## src/logic/cu_config_pkg.sv

```systemverilog
// Configuration constants for the vertex compute-unit read arbiter
`default_nettype none

package cu_config_pkg;

	////////////////////
	// Compute units
	////////////////////

	// Keep this a power of two so the priority pointer wraps by overflow
	localparam int NUM_VERTEX_CU = 4;
	localparam int CU_ID_BITS = $clog2(NUM_VERTEX_CU);
	localparam int VERTEX_COUNT_BITS = 32;

	////////////////////
	// Command FIFO
	////////////////////

	localparam int READ_CMD_BUFFER_DEPTH = 16;
	// Room for the command the arbiter may still have in flight
	localparam int ALMOST_FULL_MARGIN = 2;

endpackage

`default_nettype wire

```

## src/logic/cu_command_pkg.sv

```systemverilog
// Read command and response field definitions for the vertex CU arbiter
`default_nettype none

package cu_command_pkg;

	////////////////////
	// Command fields
	////////////////////

	localparam int ADDRESS_BITS = 32;

	// Which graph array a read command targets
	typedef enum logic [1:0] {
		INV_EDGE_ARRAY_DEST,
		READ_GRAPH_DATA,
		VERTEX_ARRAY
	} array_kind_e;

	////////////////////
	// Response fields
	////////////////////

	// Tag returned by memory with each read response
	localparam int TAG_BITS = 8;

endpackage

`default_nettype wire

```

## src/logic/round_robin_arbiter.sv

```systemverilog
// Round-robin arbiter over CU read commands, stamps the winner id and pulses its ready
`default_nettype none
`timescale 1ns/1ps

module round_robin_arbiter (
	input  logic                                      clock,
	input  logic                                      rstn,
	input  logic                                      enabled,
	input  logic [cu_config_pkg::NUM_VERTEX_CU-1:0]   cmd_cu_valid,
	input  logic [cu_command_pkg::ADDRESS_BITS-1:0]   cmd_cu_address [0:cu_config_pkg::NUM_VERTEX_CU-1],
	input  cu_command_pkg::array_kind_e               cmd_cu_kind [0:cu_config_pkg::NUM_VERTEX_CU-1],
	output logic [cu_config_pkg::NUM_VERTEX_CU-1:0]   cmd_cu_ready,
	input  logic                                      stall,
	output logic                                      arb_valid,
	output logic [cu_command_pkg::ADDRESS_BITS-1:0]   arb_address,
	output cu_command_pkg::array_kind_e               arb_kind,
	output logic [cu_config_pkg::CU_ID_BITS-1:0]      arb_cu_id
);

	import cu_config_pkg::*;

	logic [NUM_VERTEX_CU-1:0] eligible;
	logic [CU_ID_BITS-1:0]    last_winner;
	logic [CU_ID_BITS-1:0]    pick;
	logic [CU_ID_BITS-1:0]    idx;
	logic                     found;
	logic                     take;

	// The CU pulsed last cycle still shows its old valid
	assign eligible = cmd_cu_valid & ~cmd_cu_ready;

	// First eligible CU after the last winner, the winner itself last
	always_comb begin
		found = 1'b0;
		pick  = last_winner;
		idx   = last_winner;
		for (int k = 1; k <= NUM_VERTEX_CU; k++) begin
			idx = last_winner + CU_ID_BITS'(k);
			if (!found && eligible[idx]) begin
				found = 1'b1;
				pick  = idx;
			end
		end
	end

	assign take = enabled && !stall && found;

	always_ff @(posedge clock or negedge rstn) begin
		if (!rstn) begin
			arb_valid    <= 1'b0;
			cmd_cu_ready <= '0;
			last_winner  <= CU_ID_BITS'(NUM_VERTEX_CU - 1);
		end else begin
			arb_valid    <= take;
			cmd_cu_ready <= take ? (NUM_VERTEX_CU'(1) << pick) : '0;
			if (take)
				last_winner <= pick;
		end
	end

	// Command payload
	always_ff @(posedge clock) begin
		if (take) begin
			arb_address <= cmd_cu_address[pick];
			arb_kind    <= cmd_cu_kind[pick];
			arb_cu_id   <= pick;
		end
	end

endmodule

`default_nettype wire

```

## src/logic/read_command_buffer.sv

```systemverilog
// Burst FIFO for arbitrated read commands with bus request and grant handshake
`default_nettype none
`timescale 1ns/1ps

module read_command_buffer (
	input  logic                                    clock,
	input  logic                                    rstn,
	input  logic                                    enabled,
	input  logic                                    push_valid,
	input  logic [cu_command_pkg::ADDRESS_BITS-1:0] push_address,
	input  cu_command_pkg::array_kind_e             push_kind,
	input  logic [cu_config_pkg::CU_ID_BITS-1:0]    push_cu_id,
	output logic                                    almost_full,
	input  logic                                    bus_almost_full,
	input  logic                                    bus_grant,
	output logic                                    bus_request,
	output logic                                    read_command_out_valid,
	output logic [cu_command_pkg::ADDRESS_BITS-1:0] read_command_out_address,
	output cu_command_pkg::array_kind_e             read_command_out_kind,
	output logic [cu_config_pkg::CU_ID_BITS-1:0]    read_command_out_cu_id
);

	import cu_config_pkg::*;
	import cu_command_pkg::*;

	logic [ADDRESS_BITS-1:0] mem_address [0:READ_CMD_BUFFER_DEPTH-1];
	array_kind_e             mem_kind    [0:READ_CMD_BUFFER_DEPTH-1];
	logic [CU_ID_BITS-1:0]   mem_cu_id   [0:READ_CMD_BUFFER_DEPTH-1];

	logic [$clog2(READ_CMD_BUFFER_DEPTH)-1:0]   wr_ptr;
	logic [$clog2(READ_CMD_BUFFER_DEPTH)-1:0]   rd_ptr;
	logic [$clog2(READ_CMD_BUFFER_DEPTH+1)-1:0] count;
	logic [$clog2(READ_CMD_BUFFER_DEPTH+1)-1:0] count_next;
	logic                                       empty;
	logic                                       pop;

	assign empty       = (count == '0);
	assign pop         = bus_grant && !empty;
	assign almost_full = (count >= READ_CMD_BUFFER_DEPTH - ALMOST_FULL_MARGIN);

	always_comb begin
		count_next = count;
		if (push_valid && !pop)
			count_next = count + 1'b1;
		else if (pop && !push_valid)
			count_next = count - 1'b1;
	end

	////////////////////
	// Pointers and bus handshake
	////////////////////

	always_ff @(posedge clock or negedge rstn) begin
		if (!rstn) begin
			wr_ptr                 <= '0;
			rd_ptr                 <= '0;
			count                  <= '0;
			bus_request            <= 1'b0;
			read_command_out_valid <= 1'b0;
		end else begin
			count                  <= count_next;
			// Request follows the occupancy left after this edge
			bus_request            <= enabled && (count_next != '0) && !bus_almost_full;
			read_command_out_valid <= pop;
			if (push_valid)
				wr_ptr <= wr_ptr + 1'b1;
			if (pop)
				rd_ptr <= rd_ptr + 1'b1;
		end
	end

	// Storage and output payload
	always_ff @(posedge clock) begin
		if (push_valid) begin
			mem_address[wr_ptr] <= push_address;
			mem_kind[wr_ptr]    <= push_kind;
			mem_cu_id[wr_ptr]   <= push_cu_id;
		end
		if (pop) begin
			read_command_out_address <= mem_address[rd_ptr];
			read_command_out_kind    <= mem_kind[rd_ptr];
			read_command_out_cu_id   <= mem_cu_id[rd_ptr];
		end
	end

endmodule

`default_nettype wire

```

## src/logic/response_demux.sv

```systemverilog
// Steers a memory read response to the compute unit named by its cu id
`default_nettype none
`timescale 1ns/1ps

module response_demux (
	input  logic                                  clock,
	input  logic                                  rstn,
	input  logic                                  response_valid,
	input  logic [cu_config_pkg::CU_ID_BITS-1:0]  response_cu_id,
	input  logic [cu_command_pkg::TAG_BITS-1:0]   response_tag,
	output logic [cu_config_pkg::NUM_VERTEX_CU-1:0] response_cu_valid,
	output logic [cu_command_pkg::TAG_BITS-1:0]   response_cu_tag
);

	import cu_config_pkg::*;

	logic [NUM_VERTEX_CU-1:0] select;

	// One-hot decode of the target CU
	always_comb begin
		for (int i = 0; i < NUM_VERTEX_CU; i++)
			select[i] = response_valid && (response_cu_id == CU_ID_BITS'(i));
	end

	always_ff @(posedge clock or negedge rstn) begin
		if (!rstn)
			response_cu_valid <= '0;
		else
			response_cu_valid <= select;
	end

	// Tag is shared, only the valid bit picks the CU
	always_ff @(posedge clock) begin
		response_cu_tag <= response_tag;
	end

endmodule

`default_nettype wire

```

## src/logic/counter_sum_reduce.sv

```systemverilog
// Registered sum of the per-CU vertex counters into one completion count
`default_nettype none
`timescale 1ns/1ps

module counter_sum_reduce (
	input  logic                                        clock,
	input  logic                                        rstn,
	input  logic                                        enabled,
	input  logic [cu_config_pkg::VERTEX_COUNT_BITS-1:0] vertex_count_cu [0:cu_config_pkg::NUM_VERTEX_CU-1],
	output logic [cu_config_pkg::VERTEX_COUNT_BITS-1:0] vertex_count_total
);

	import cu_config_pkg::*;

	logic [VERTEX_COUNT_BITS-1:0] sum;

	always_comb begin
		sum = '0;
		for (int i = 0; i < NUM_VERTEX_CU; i++)
			sum = sum + vertex_count_cu[i];
	end

	// Holds the last total while disabled
	always_ff @(posedge clock or negedge rstn) begin
		if (!rstn)
			vertex_count_total <= '0;
		else if (enabled)
			vertex_count_total <= sum;
	end

endmodule

`default_nettype wire

```

## src/logic/cu_vertex_arbiter_control.sv

```systemverilog
// Vertex CU arbiter top: read command arbitration, burst buffer, response routing, count sum
`default_nettype none
`timescale 1ns/1ps

module cu_vertex_arbiter_control (
	input  logic                                        clock,
	input  logic                                        rstn,
	input  logic                                        enabled_in,
	input  logic [cu_config_pkg::NUM_VERTEX_CU-1:0]     cmd_cu_valid,
	input  logic [cu_command_pkg::ADDRESS_BITS-1:0]     cmd_cu_address [0:cu_config_pkg::NUM_VERTEX_CU-1],
	input  cu_command_pkg::array_kind_e                 cmd_cu_kind [0:cu_config_pkg::NUM_VERTEX_CU-1],
	output logic [cu_config_pkg::NUM_VERTEX_CU-1:0]     cmd_cu_ready,
	input  logic                                        bus_almost_full,
	input  logic                                        bus_grant,
	output logic                                        bus_request,
	output logic                                        read_command_out_valid,
	output logic [cu_command_pkg::ADDRESS_BITS-1:0]     read_command_out_address,
	output cu_command_pkg::array_kind_e                 read_command_out_kind,
	output logic [cu_config_pkg::CU_ID_BITS-1:0]        read_command_out_cu_id,
	input  logic                                        response_valid,
	input  logic [cu_config_pkg::CU_ID_BITS-1:0]        response_cu_id,
	input  logic [cu_command_pkg::TAG_BITS-1:0]         response_tag,
	output logic [cu_config_pkg::NUM_VERTEX_CU-1:0]     response_cu_valid,
	output logic [cu_command_pkg::TAG_BITS-1:0]         response_cu_tag,
	input  logic [cu_config_pkg::VERTEX_COUNT_BITS-1:0] vertex_count_cu [0:cu_config_pkg::NUM_VERTEX_CU-1],
	output logic [cu_config_pkg::VERTEX_COUNT_BITS-1:0] vertex_count_total
);

	import cu_config_pkg::*;
	import cu_command_pkg::*;

	logic                    enabled;
	logic                    buffer_almost_full;
	logic                    arb_valid;
	logic [ADDRESS_BITS-1:0] arb_address;
	array_kind_e             arb_kind;
	logic [CU_ID_BITS-1:0]   arb_cu_id;

	always_ff @(posedge clock or negedge rstn) begin
		if (!rstn)
			enabled <= 1'b0;
		else
			enabled <= enabled_in;
	end

	////////////////////
	// Read command path
	////////////////////

	round_robin_arbiter arbiter (
		.clock         (clock),
		.rstn          (rstn),
		.enabled       (enabled),
		.cmd_cu_valid  (cmd_cu_valid),
		.cmd_cu_address(cmd_cu_address),
		.cmd_cu_kind   (cmd_cu_kind),
		.cmd_cu_ready  (cmd_cu_ready),
		.stall         (buffer_almost_full),
		.arb_valid     (arb_valid),
		.arb_address   (arb_address),
		.arb_kind      (arb_kind),
		.arb_cu_id     (arb_cu_id)
	);

	read_command_buffer command_buffer (
		.clock                   (clock),
		.rstn                    (rstn),
		.enabled                 (enabled),
		.push_valid              (arb_valid),
		.push_address            (arb_address),
		.push_kind               (arb_kind),
		.push_cu_id              (arb_cu_id),
		.almost_full             (buffer_almost_full),
		.bus_almost_full         (bus_almost_full),
		.bus_grant               (bus_grant),
		.bus_request             (bus_request),
		.read_command_out_valid  (read_command_out_valid),
		.read_command_out_address(read_command_out_address),
		.read_command_out_kind   (read_command_out_kind),
		.read_command_out_cu_id  (read_command_out_cu_id)
	);

	////////////////////
	// Responses and completion count
	////////////////////

	response_demux demux (
		.clock            (clock),
		.rstn             (rstn),
		.response_valid   (response_valid),
		.response_cu_id   (response_cu_id),
		.response_tag     (response_tag),
		.response_cu_valid(response_cu_valid),
		.response_cu_tag  (response_cu_tag)
	);

	counter_sum_reduce vertex_sum (
		.clock             (clock),
		.rstn              (rstn),
		.enabled           (enabled),
		.vertex_count_cu   (vertex_count_cu),
		.vertex_count_total(vertex_count_total)
	);

endmodule

`default_nettype wire

```

## config.mk

```make
export PLATFORM = sky130hd
export DESIGN_NAME = cu_vertex_arbiter_control
export DESIGN_NICKNAME = d
export VERILOG_FILES = /design/src/logic/cu_config_pkg.sv /design/src/logic/cu_command_pkg.sv /design/src/logic/round_robin_arbiter.sv /design/src/logic/read_command_buffer.sv /design/src/logic/response_demux.sv /design/src/logic/counter_sum_reduce.sv /design/src/logic/cu_vertex_arbiter_control.sv
export SDC_FILE = /design/constraint.sdc
export NUM_CORES = 1
export LEC_CHECK = 0
export BUFFER_PORTS_ARGS = -buffer_cell sky130_fd_sc_hd__buf_2
export CORE_ASPECT_RATIO = 1.5
export CORE_MARGIN = 5
export CORE_UTILIZATION = 40
export CTS_BUF_LIST = sky130_fd_sc_hd__clkbuf_16
export DETAILED_ROUTE_END_ITERATION = 8
export PLACE_DENSITY = 0.59
export SLEW_MARGIN = 20
export SYNTH_ARGS = -nofsm -noshare
export SYNTH_HDL_FRONTEND = slang
export SYNTH_SLANG_ARGS = --single-unit
```

## constraint.sdc

```tcl
create_clock -name clock -period 5.55 [get_ports clock]
set_clock_uncertainty 0.2 [all_clocks]
set_input_delay 0.2775 -clock clock [delete_from_list [all_inputs] [get_ports clock]]
set_output_delay 0.2775 -clock clock [all_outputs]
set_load 0.005 [all_outputs]
```

## After elaboration in Yosys (flattened, before gate mapping)

Memories as Yosys holds them, arrays and structs flattened. A register that Yosys moved wholly into a read port is not among the register bits.
Cells that the tools add are included.

- Flip-flop bits (word level): 103
- Latch bits: 0
- Memory bits (writable): 576
- ROM bits: 0
- Input bits: 284
- Output and inout bits: 86
- Word-level logic and storage cells: 93
- Memories kept: 3

- Add/sub/neg operators: 10
- Multiply operators: 0
- Div/mod/pow operators: 0
- Magnitude comparators: 6
- Eq/ne operators: 3
- Shift operators: 1
- Muxes and demuxes: 27
- Bitwise logic cells: 3
- Reductions and logical operators: 25

Memory list:

| name | depth | width | read ports | clocked after Yosys merged registers in | wr ports | line | RTL |
|---|---|---|---|---|---|---|---|
| command_buffer.mem_address | 16 | 32 | 1 | 1 | 1 | read_command_buffer.sv:26 | `logic [ADDRESS_BITS-1:0] mem_address [0:READ_CMD_BUFFER_DEPTH-1];` |
| command_buffer.mem_cu_id | 16 | 2 | 1 | 1 | 1 | read_command_buffer.sv:28 | `logic [CU_ID_BITS-1:0] mem_cu_id [0:READ_CMD_BUFFER_DEPTH-1];` |
| command_buffer.mem_kind | 16 | 2 | 1 | 1 | 1 | read_command_buffer.sv:27 | `array_kind_e mem_kind [0:READ_CMD_BUFFER_DEPTH-1];` |

Operators by type and width:

| operator | count |
|---|---|
| $add 32x32->32 | 3 |
| $bmux 32 s2 | 1 |
| $mux 32 | 2 |
| $logic_and 1x1->1 | 14 |
| $lt 2x3->1 const B | 4 |
| $mux 2 | 6 |
| $mux 1 | 10 |
| $mux 5 | 2 |
| $add 4x1->4 const B | 2 |
| $bmux 1 s2 | 4 |
| $logic_not 1->1 | 8 |
| $add 5x1->5 const B | 1 |
| $ge 5x4->1 const B | 1 |
| $logic_not 5->1 | 1 |
| $reduce_bool 5->1 | 1 |
| $sub 5x1->5 const B | 1 |
| $add 2x2->2 const B | 2 |
| $and 4x4->4 | 1 |
| $bmux 2 s2 | 1 |
| $eq 2x2->1 const B | 2 |
| $mux 4 | 1 |
| $not 4->4 | 1 |
| $shl 1x2->4 const A | 1 |
| $ge 3x3->1 const B | 1 |
| other kinds (4) | 4 |

## Longest topological paths before layout

- Depth after elaboration: 18
- Depth in mapped cells: 13
- Gate-level depth less buffers: 12

## Cells and area by module

From an unflattened synthesis, not the netlist that was laid out.

- Cells, all modules: 1708
- Area total of the unflattened synthesis: 31421.4 um^2

By module, submodules not included:

| module | instances | cells an instance | area each (um^2) | seq. area each (um^2) |
|---|---|---|---|---|
| read_command_buffer | 1 | 947 | 23647.7 | 18753.0 |
| counter_sum_reduce | 1 | 558 | 4818.4 | 800.8 |
| round_robin_arbiter | 1 | 186 | 2632.5 | 1258.7 |
| response_demux | 1 | 16 | 297.8 | 260.2 |
| cu_vertex_arbiter_control | 1 | 1 | 25.0 | 25.0 |

## Worst setup path after synthesis

No wires, ideal clock.

- Path type: flip-flop to flip-flop
- Start: register command_buffer.count[0]
- End: register arbiter.last_winner[1]
- Library setup time: 0.079 ns
- Arrival: 3.923 ns
- Data required time: 5.271 ns
- Setup slack: 1.348 ns
- Stages on the path, launching flop included: 7
- Path buffers: 0
- Clock period less this slack: 4.202 ns
- Cells stage by stage: dfrtp_1 -> inv_1 -> ha_1 -> o211a_1 -> a2111oi_2 -> nand2b_1 -> o21a_1

- Word-level cells in the longest chain between the ends: 4

Ends and longest elaborated chain:

| what | line | RTL |
|---|---|---|
| start: declaration | read_command_buffer.sv:32 | `logic [$clog2(READ_CMD_BUFFER_DEPTH+1)-1:0] count;` |
| start signal: assignment | read_command_buffer.sv:61 | `count <= count_next;` |
| $ge 5x4->1 | read_command_buffer.sv:39 | `assign almost_full = (count >= READ_CMD_BUFFER_DEPTH - ALMOST_FULL_MARGIN);` |
| $logic_not 1->1 | round_robin_arbiter.sv:46 | `assign take = enabled && !stall && found;` |
| $logic_and 1x1->1 (2 in series) | round_robin_arbiter.sv:46 |  |
| via arbiter.take | round_robin_arbiter.sv:27 | `logic take;` |
| end signal: assignment | round_robin_arbiter.sv:52 | `last_winner <= CU_ID_BITS'(NUM_VERTEX_CU - 1);` |
| end signal: assignment | round_robin_arbiter.sv:57 | `last_winner <= pick;` |
| end: declaration | round_robin_arbiter.sv:23 | `logic [CU_ID_BITS-1:0] last_winner;` |

The timed path passes the listed nets, and every way through them passes these cells.
A chain may end at the register's enable or synchronous reset.

## Worst setup path in the final report

- Start: register arbiter.cmd_cu_ready[0] (netlist bit)
- End: register arbiter.arb_kind[1] (data pin)

- Word-level cells in the longest chain between the ends: 18
- Elaborated cells on any way between the ends: 27
- Those cells by class: mux: 18; bitwise: 3; reduce/logical: 6

Ends and longest elaborated chain:

| what | line | RTL |
|---|---|---|
| start: declaration | round_robin_arbiter.sv:12 | `output logic [cu_config_pkg::NUM_VERTEX_CU-1:0] cmd_cu_ready,` |
| start signal: assignment | round_robin_arbiter.sv:55 | `cmd_cu_ready <= take ? (NUM_VERTEX_CU'(1) << pick) : '0;` |
| $not 4->4 (*) | round_robin_arbiter.sv:30 | `assign eligible = cmd_cu_valid & ~cmd_cu_ready;` |
| $and 4x4->4 (*) | round_robin_arbiter.sv:30 |  |
| $bmux 1 s2 | round_robin_arbiter.sv:39 | `if (!found && eligible[idx]) begin` |
| $mux 1 (not written as such) | round_robin_arbiter.sv:39 |  |
| $mux 1 | round_robin_arbiter.sv:39 |  |
| $logic_not 1->1 | round_robin_arbiter.sv:39 |  |
| $logic_and 1x1->1 | round_robin_arbiter.sv:39 |  |
| $mux 1 | round_robin_arbiter.sv:39 |  |
| $logic_not 1->1 | round_robin_arbiter.sv:39 |  |
| $logic_and 1x1->1 | round_robin_arbiter.sv:39 |  |
| $mux 1 | round_robin_arbiter.sv:39 |  |
| $logic_not 1->1 | round_robin_arbiter.sv:39 |  |
| $logic_and 1x1->1 | round_robin_arbiter.sv:39 |  |
| $mux 2 (*) | round_robin_arbiter.sv:39 |  |
| $not 2->3 (not written as such) (*) | round_robin_arbiter.sv:65 | `arb_kind <= cmd_cu_kind[pick];` |
| $bmux 2 s2 (*) | round_robin_arbiter.sv:65 |  |
| $mux 2 (not written as such) (*) (2 in series) | round_robin_arbiter.sv:65 |  |
| end signal: assignment | round_robin_arbiter.sv:65 |  |
| end: declaration | round_robin_arbiter.sv:16 | `output cu_command_pkg::array_kind_e arb_kind,` |

Mark *: on every way between the ends. The rest lies on a longest branch, timed or not. The select of a mux whose other input is x is not followed.

==> metrics.cfg <==
[critical_path]
timing.rr.start = arbiter.cmd_cu_ready[0]
slowest_stage = dlygate4sd3_1
crit_cells = 7
worstSetupEndpointType = flop
cp.arrival_ns = 3.56
cpPeakStageDelay_ns = 0.61
reg2reg_depth = 7
critical_path.startpoint_type = flop
crit_fanout = 27
crit_required_ns = 5.69
critical_path.top_delay_family = buffers and inverters
r2r_slack_ns = 2.13
cp_num_buf_inv = 2
crit_type = flop to flop
worstPathCellList = nor2b_1 > a21oi_1 > o21ai_1 > o31ai_4 > buf_12 > mux4_2 > dlygate4sd3_1
worstReg2RegEnd = arbiter.arb_kind[1]

[pwr]
cellLeakagePower_uw = 0.0137
power_density_nw_per_um2 = 514
ir_drop_mv = 0.337

[clocking]
ctsResizeCount = 0
clock_path_buffers = 3
postCtsSetupBuffers = 0
cts.sinks = 715
cts_buffers = 70
path_clk_slew_ns = 0.06
cts_tree = yes
ctsHoldBuffers = 88
h-tree-depth = 3
clkLatencyLatePin_ns = 0.61
cts-root-buf = clkbuf_16

[min_path]
hold_depth = 2
min_from = enabled_in
min_to = enabled
hp-class = primary input to flop

[detailed_routing]
viasPerCell = 5.16
wl_um = 75500
dr.pass1.iters = 5
drc = 0
num_vias = 16573
drt_iter0_drc = 993
antenna_left = 0
wire_per_inst_um = 23.5

[floorplan]
die-area_sq_um = 83100
io_pins = 370
num_rows = 125
die_w_um = 237
initial_core_util_pct = 40.1
core_area_sq_um = 77100
die_h_um = 351

[global_routing]
track_usage_pct = 18.2
grt_max_degree = 101
overflow = 0
grt_pass1_wl_um = 114000
grt_antenna_before_repair = 1
grt_pass1_vias = 18345

[run]
maxCapViolCount = 0

[sta]
fin_crit_sh_pct = 61.6
slew_violations = 0
slew-limit-headroom_pct = 29.7
rsz0062_at_grt = false
post-route-min-period_ns = 3.42
max_freq_mhz = 293
tns_ns = 0
timing.hold.ws_ns = 0.0987
worst_slew_pin_slew_ns = 1.05
worst_slack_ns = 2.13
final-setup-viol-count = 0
hold_viol = 0

[outcome]
outcome = complete, no violations

[yosys]
ys_seq_area_share_pct = 68.2
avgSynthCellArea_sq_um = 18.8
syn_area_sq_um = 30900
async_reset_ff_share_pct = 8.25
yosys_warnings = 0
synth-seq-cells = 715
synth_edf_count = 648
ys_types = 67
synthCells = 1644
syn_nets = 2029
yosys_most_used_dff = edfxtp_1

[placed_design]
placed_area_sq_um = 34100
dp_hpwl_um = 45900
pre_cts_ws_ns = 1.42
gp_congestion = 0.856
dpl.cell_count = 2994
port-buffer-count = 369

[finish]
antenna_cells = 0
stdcell_count = 3211
layout_commonest_cell = edfxtp_1
nFillCells = 6418
area_growth_pct = 20.7
fin_area_sq_um = 37300
nets = 2524
drive_gt1_share_pct = 35.7
layout_common_cells = edfxtp_1 (648), buf_2 (369), mux4_2 (214)

[worst max-delay path by stage]
stage | slack [ns] | start | to
floorplan | 1.35 | command_buffer.count[0] | arbiter.last_winner[1]
global placement | 1.52 | vertex_count_cu[3] | vertex_sum.vertex_count_total[28]
detailed placement | 1.42 | vertex_count_cu[3] | vertex_sum.vertex_count_total[24]
CTS | 1.63 | arbiter.cmd_cu_ready[3] | arbiter.arb_kind[1]
global route | 1.99 | vertex_count_cu[3] | vertex_sum.vertex_count_total[24]
finish | 2.13 | arbiter.cmd_cu_ready[0] | arbiter.arb_kind[1]
[per-stage QoR]
stage,util [%],power (uW)
after floorplan,-,12100
after global placement,44.2,14200
after detailed placement,44.2,14300
after CTS,48.4,19500
after global routing,48.4,20200
final,48.4,19200
[logic make-up after synthesis]
family / share of synthesized area [%]
xor+xnor: 1.05
compound gates: 2.86
buf+inv: 3.22
simple gates: 2.63
mux: 16.4
fa+ha+maj: 5.62
flops: 68.2
[registers in the layout, indices dropped and copies added, names as in the netlist]
name and count:
arbiter.arb_address 32, arbiter.arb_cu_id 2, arbiter.arb_kind 2, arbiter.arb_valid 1, arbiter.cmd_cu_ready 4, arbiter.last_winner 2
command_buffer.bus_request 1, command_buffer.count 5, command_buffer.mem_address 512, command_buffer.mem_cu_id 32, command_buffer.mem_kind 32, command_buffer.rd_ptr 4
command_buffer.read_command_out_address 32, command_buffer.read_command_out_cu_id 2, command_buffer.read_command_out_kind 2, command_buffer.read_command_out_valid 1, command_buffer.wr_ptr 4, demux.response_cu_tag 8
demux.response_cu_valid 4, enabled 1, vertex_sum.vertex_count_total 32
[metal layers]
metal	wire (um)	up-vias	track usage (%)	share of wire, %
met5	0	-	0	0
met3	4350	107	3.06	5.8
li1	-	7390	-	-
met4	2200	0	6.26	2.9
met2	40900	578	33.8	54
met1	28000	8498	21.4	37
[final cells by class]
cell class	instances	area (sq um)	area share [%]
Clock buffer	74	1850	4.96
Clock inverter	54	487	1.30
Inverter	186	698	1.87
Multi-Input combinational cell	677	8900	23.8
Sequential cell	715	21100	56.5
Tap cell	1016	1270	3.40
Timing Repair Buffer	489	3020	8.09
[report_power, final]
part | internal, uW | switching [uW]
logic | 2980 | 2790
clock network | 2800 | 2040
registers | 7550 | 1030
total | 13300 | 5860
[Yosys cell counts, types with 3 or more instances]
library cell,n,area (sq um)
nor3b_1,3,22.5
xor2_1,8,70.1
o21ai_0,32,160
nand4_1,13,81.3
a21oi_1,45,225
edfxtp_1,648,19500
mux4_2,214,4820
a21o_1,6,45.0
buf_4,3,22.5
dfrtp_1,57,1430
clkbuf_1,37,139
dfxtp_1,8,160
o22ai_1,3,18.8
o21a_1,7,52.6
mux2_2,22,248
inv_1,185,694
o21ai_1,3,15.0
xnor2_1,29,254
nor2b_1,7,43.8
nor2_1,42,158
nor3_1,13,65.1
buf_1,4,15.0
and3_1,4,25.0
fa_1,62,1240
and2_1,12,75.1
a31oi_1,4,25.0
nand2_1,46,173
nand3_1,10,50.1
ha_1,39,488
buf_2,18,90.1
a211oi_1,5,37.5
o31ai_1,9,67.6
Note: power is estimated with default switching activity, not from simulation.
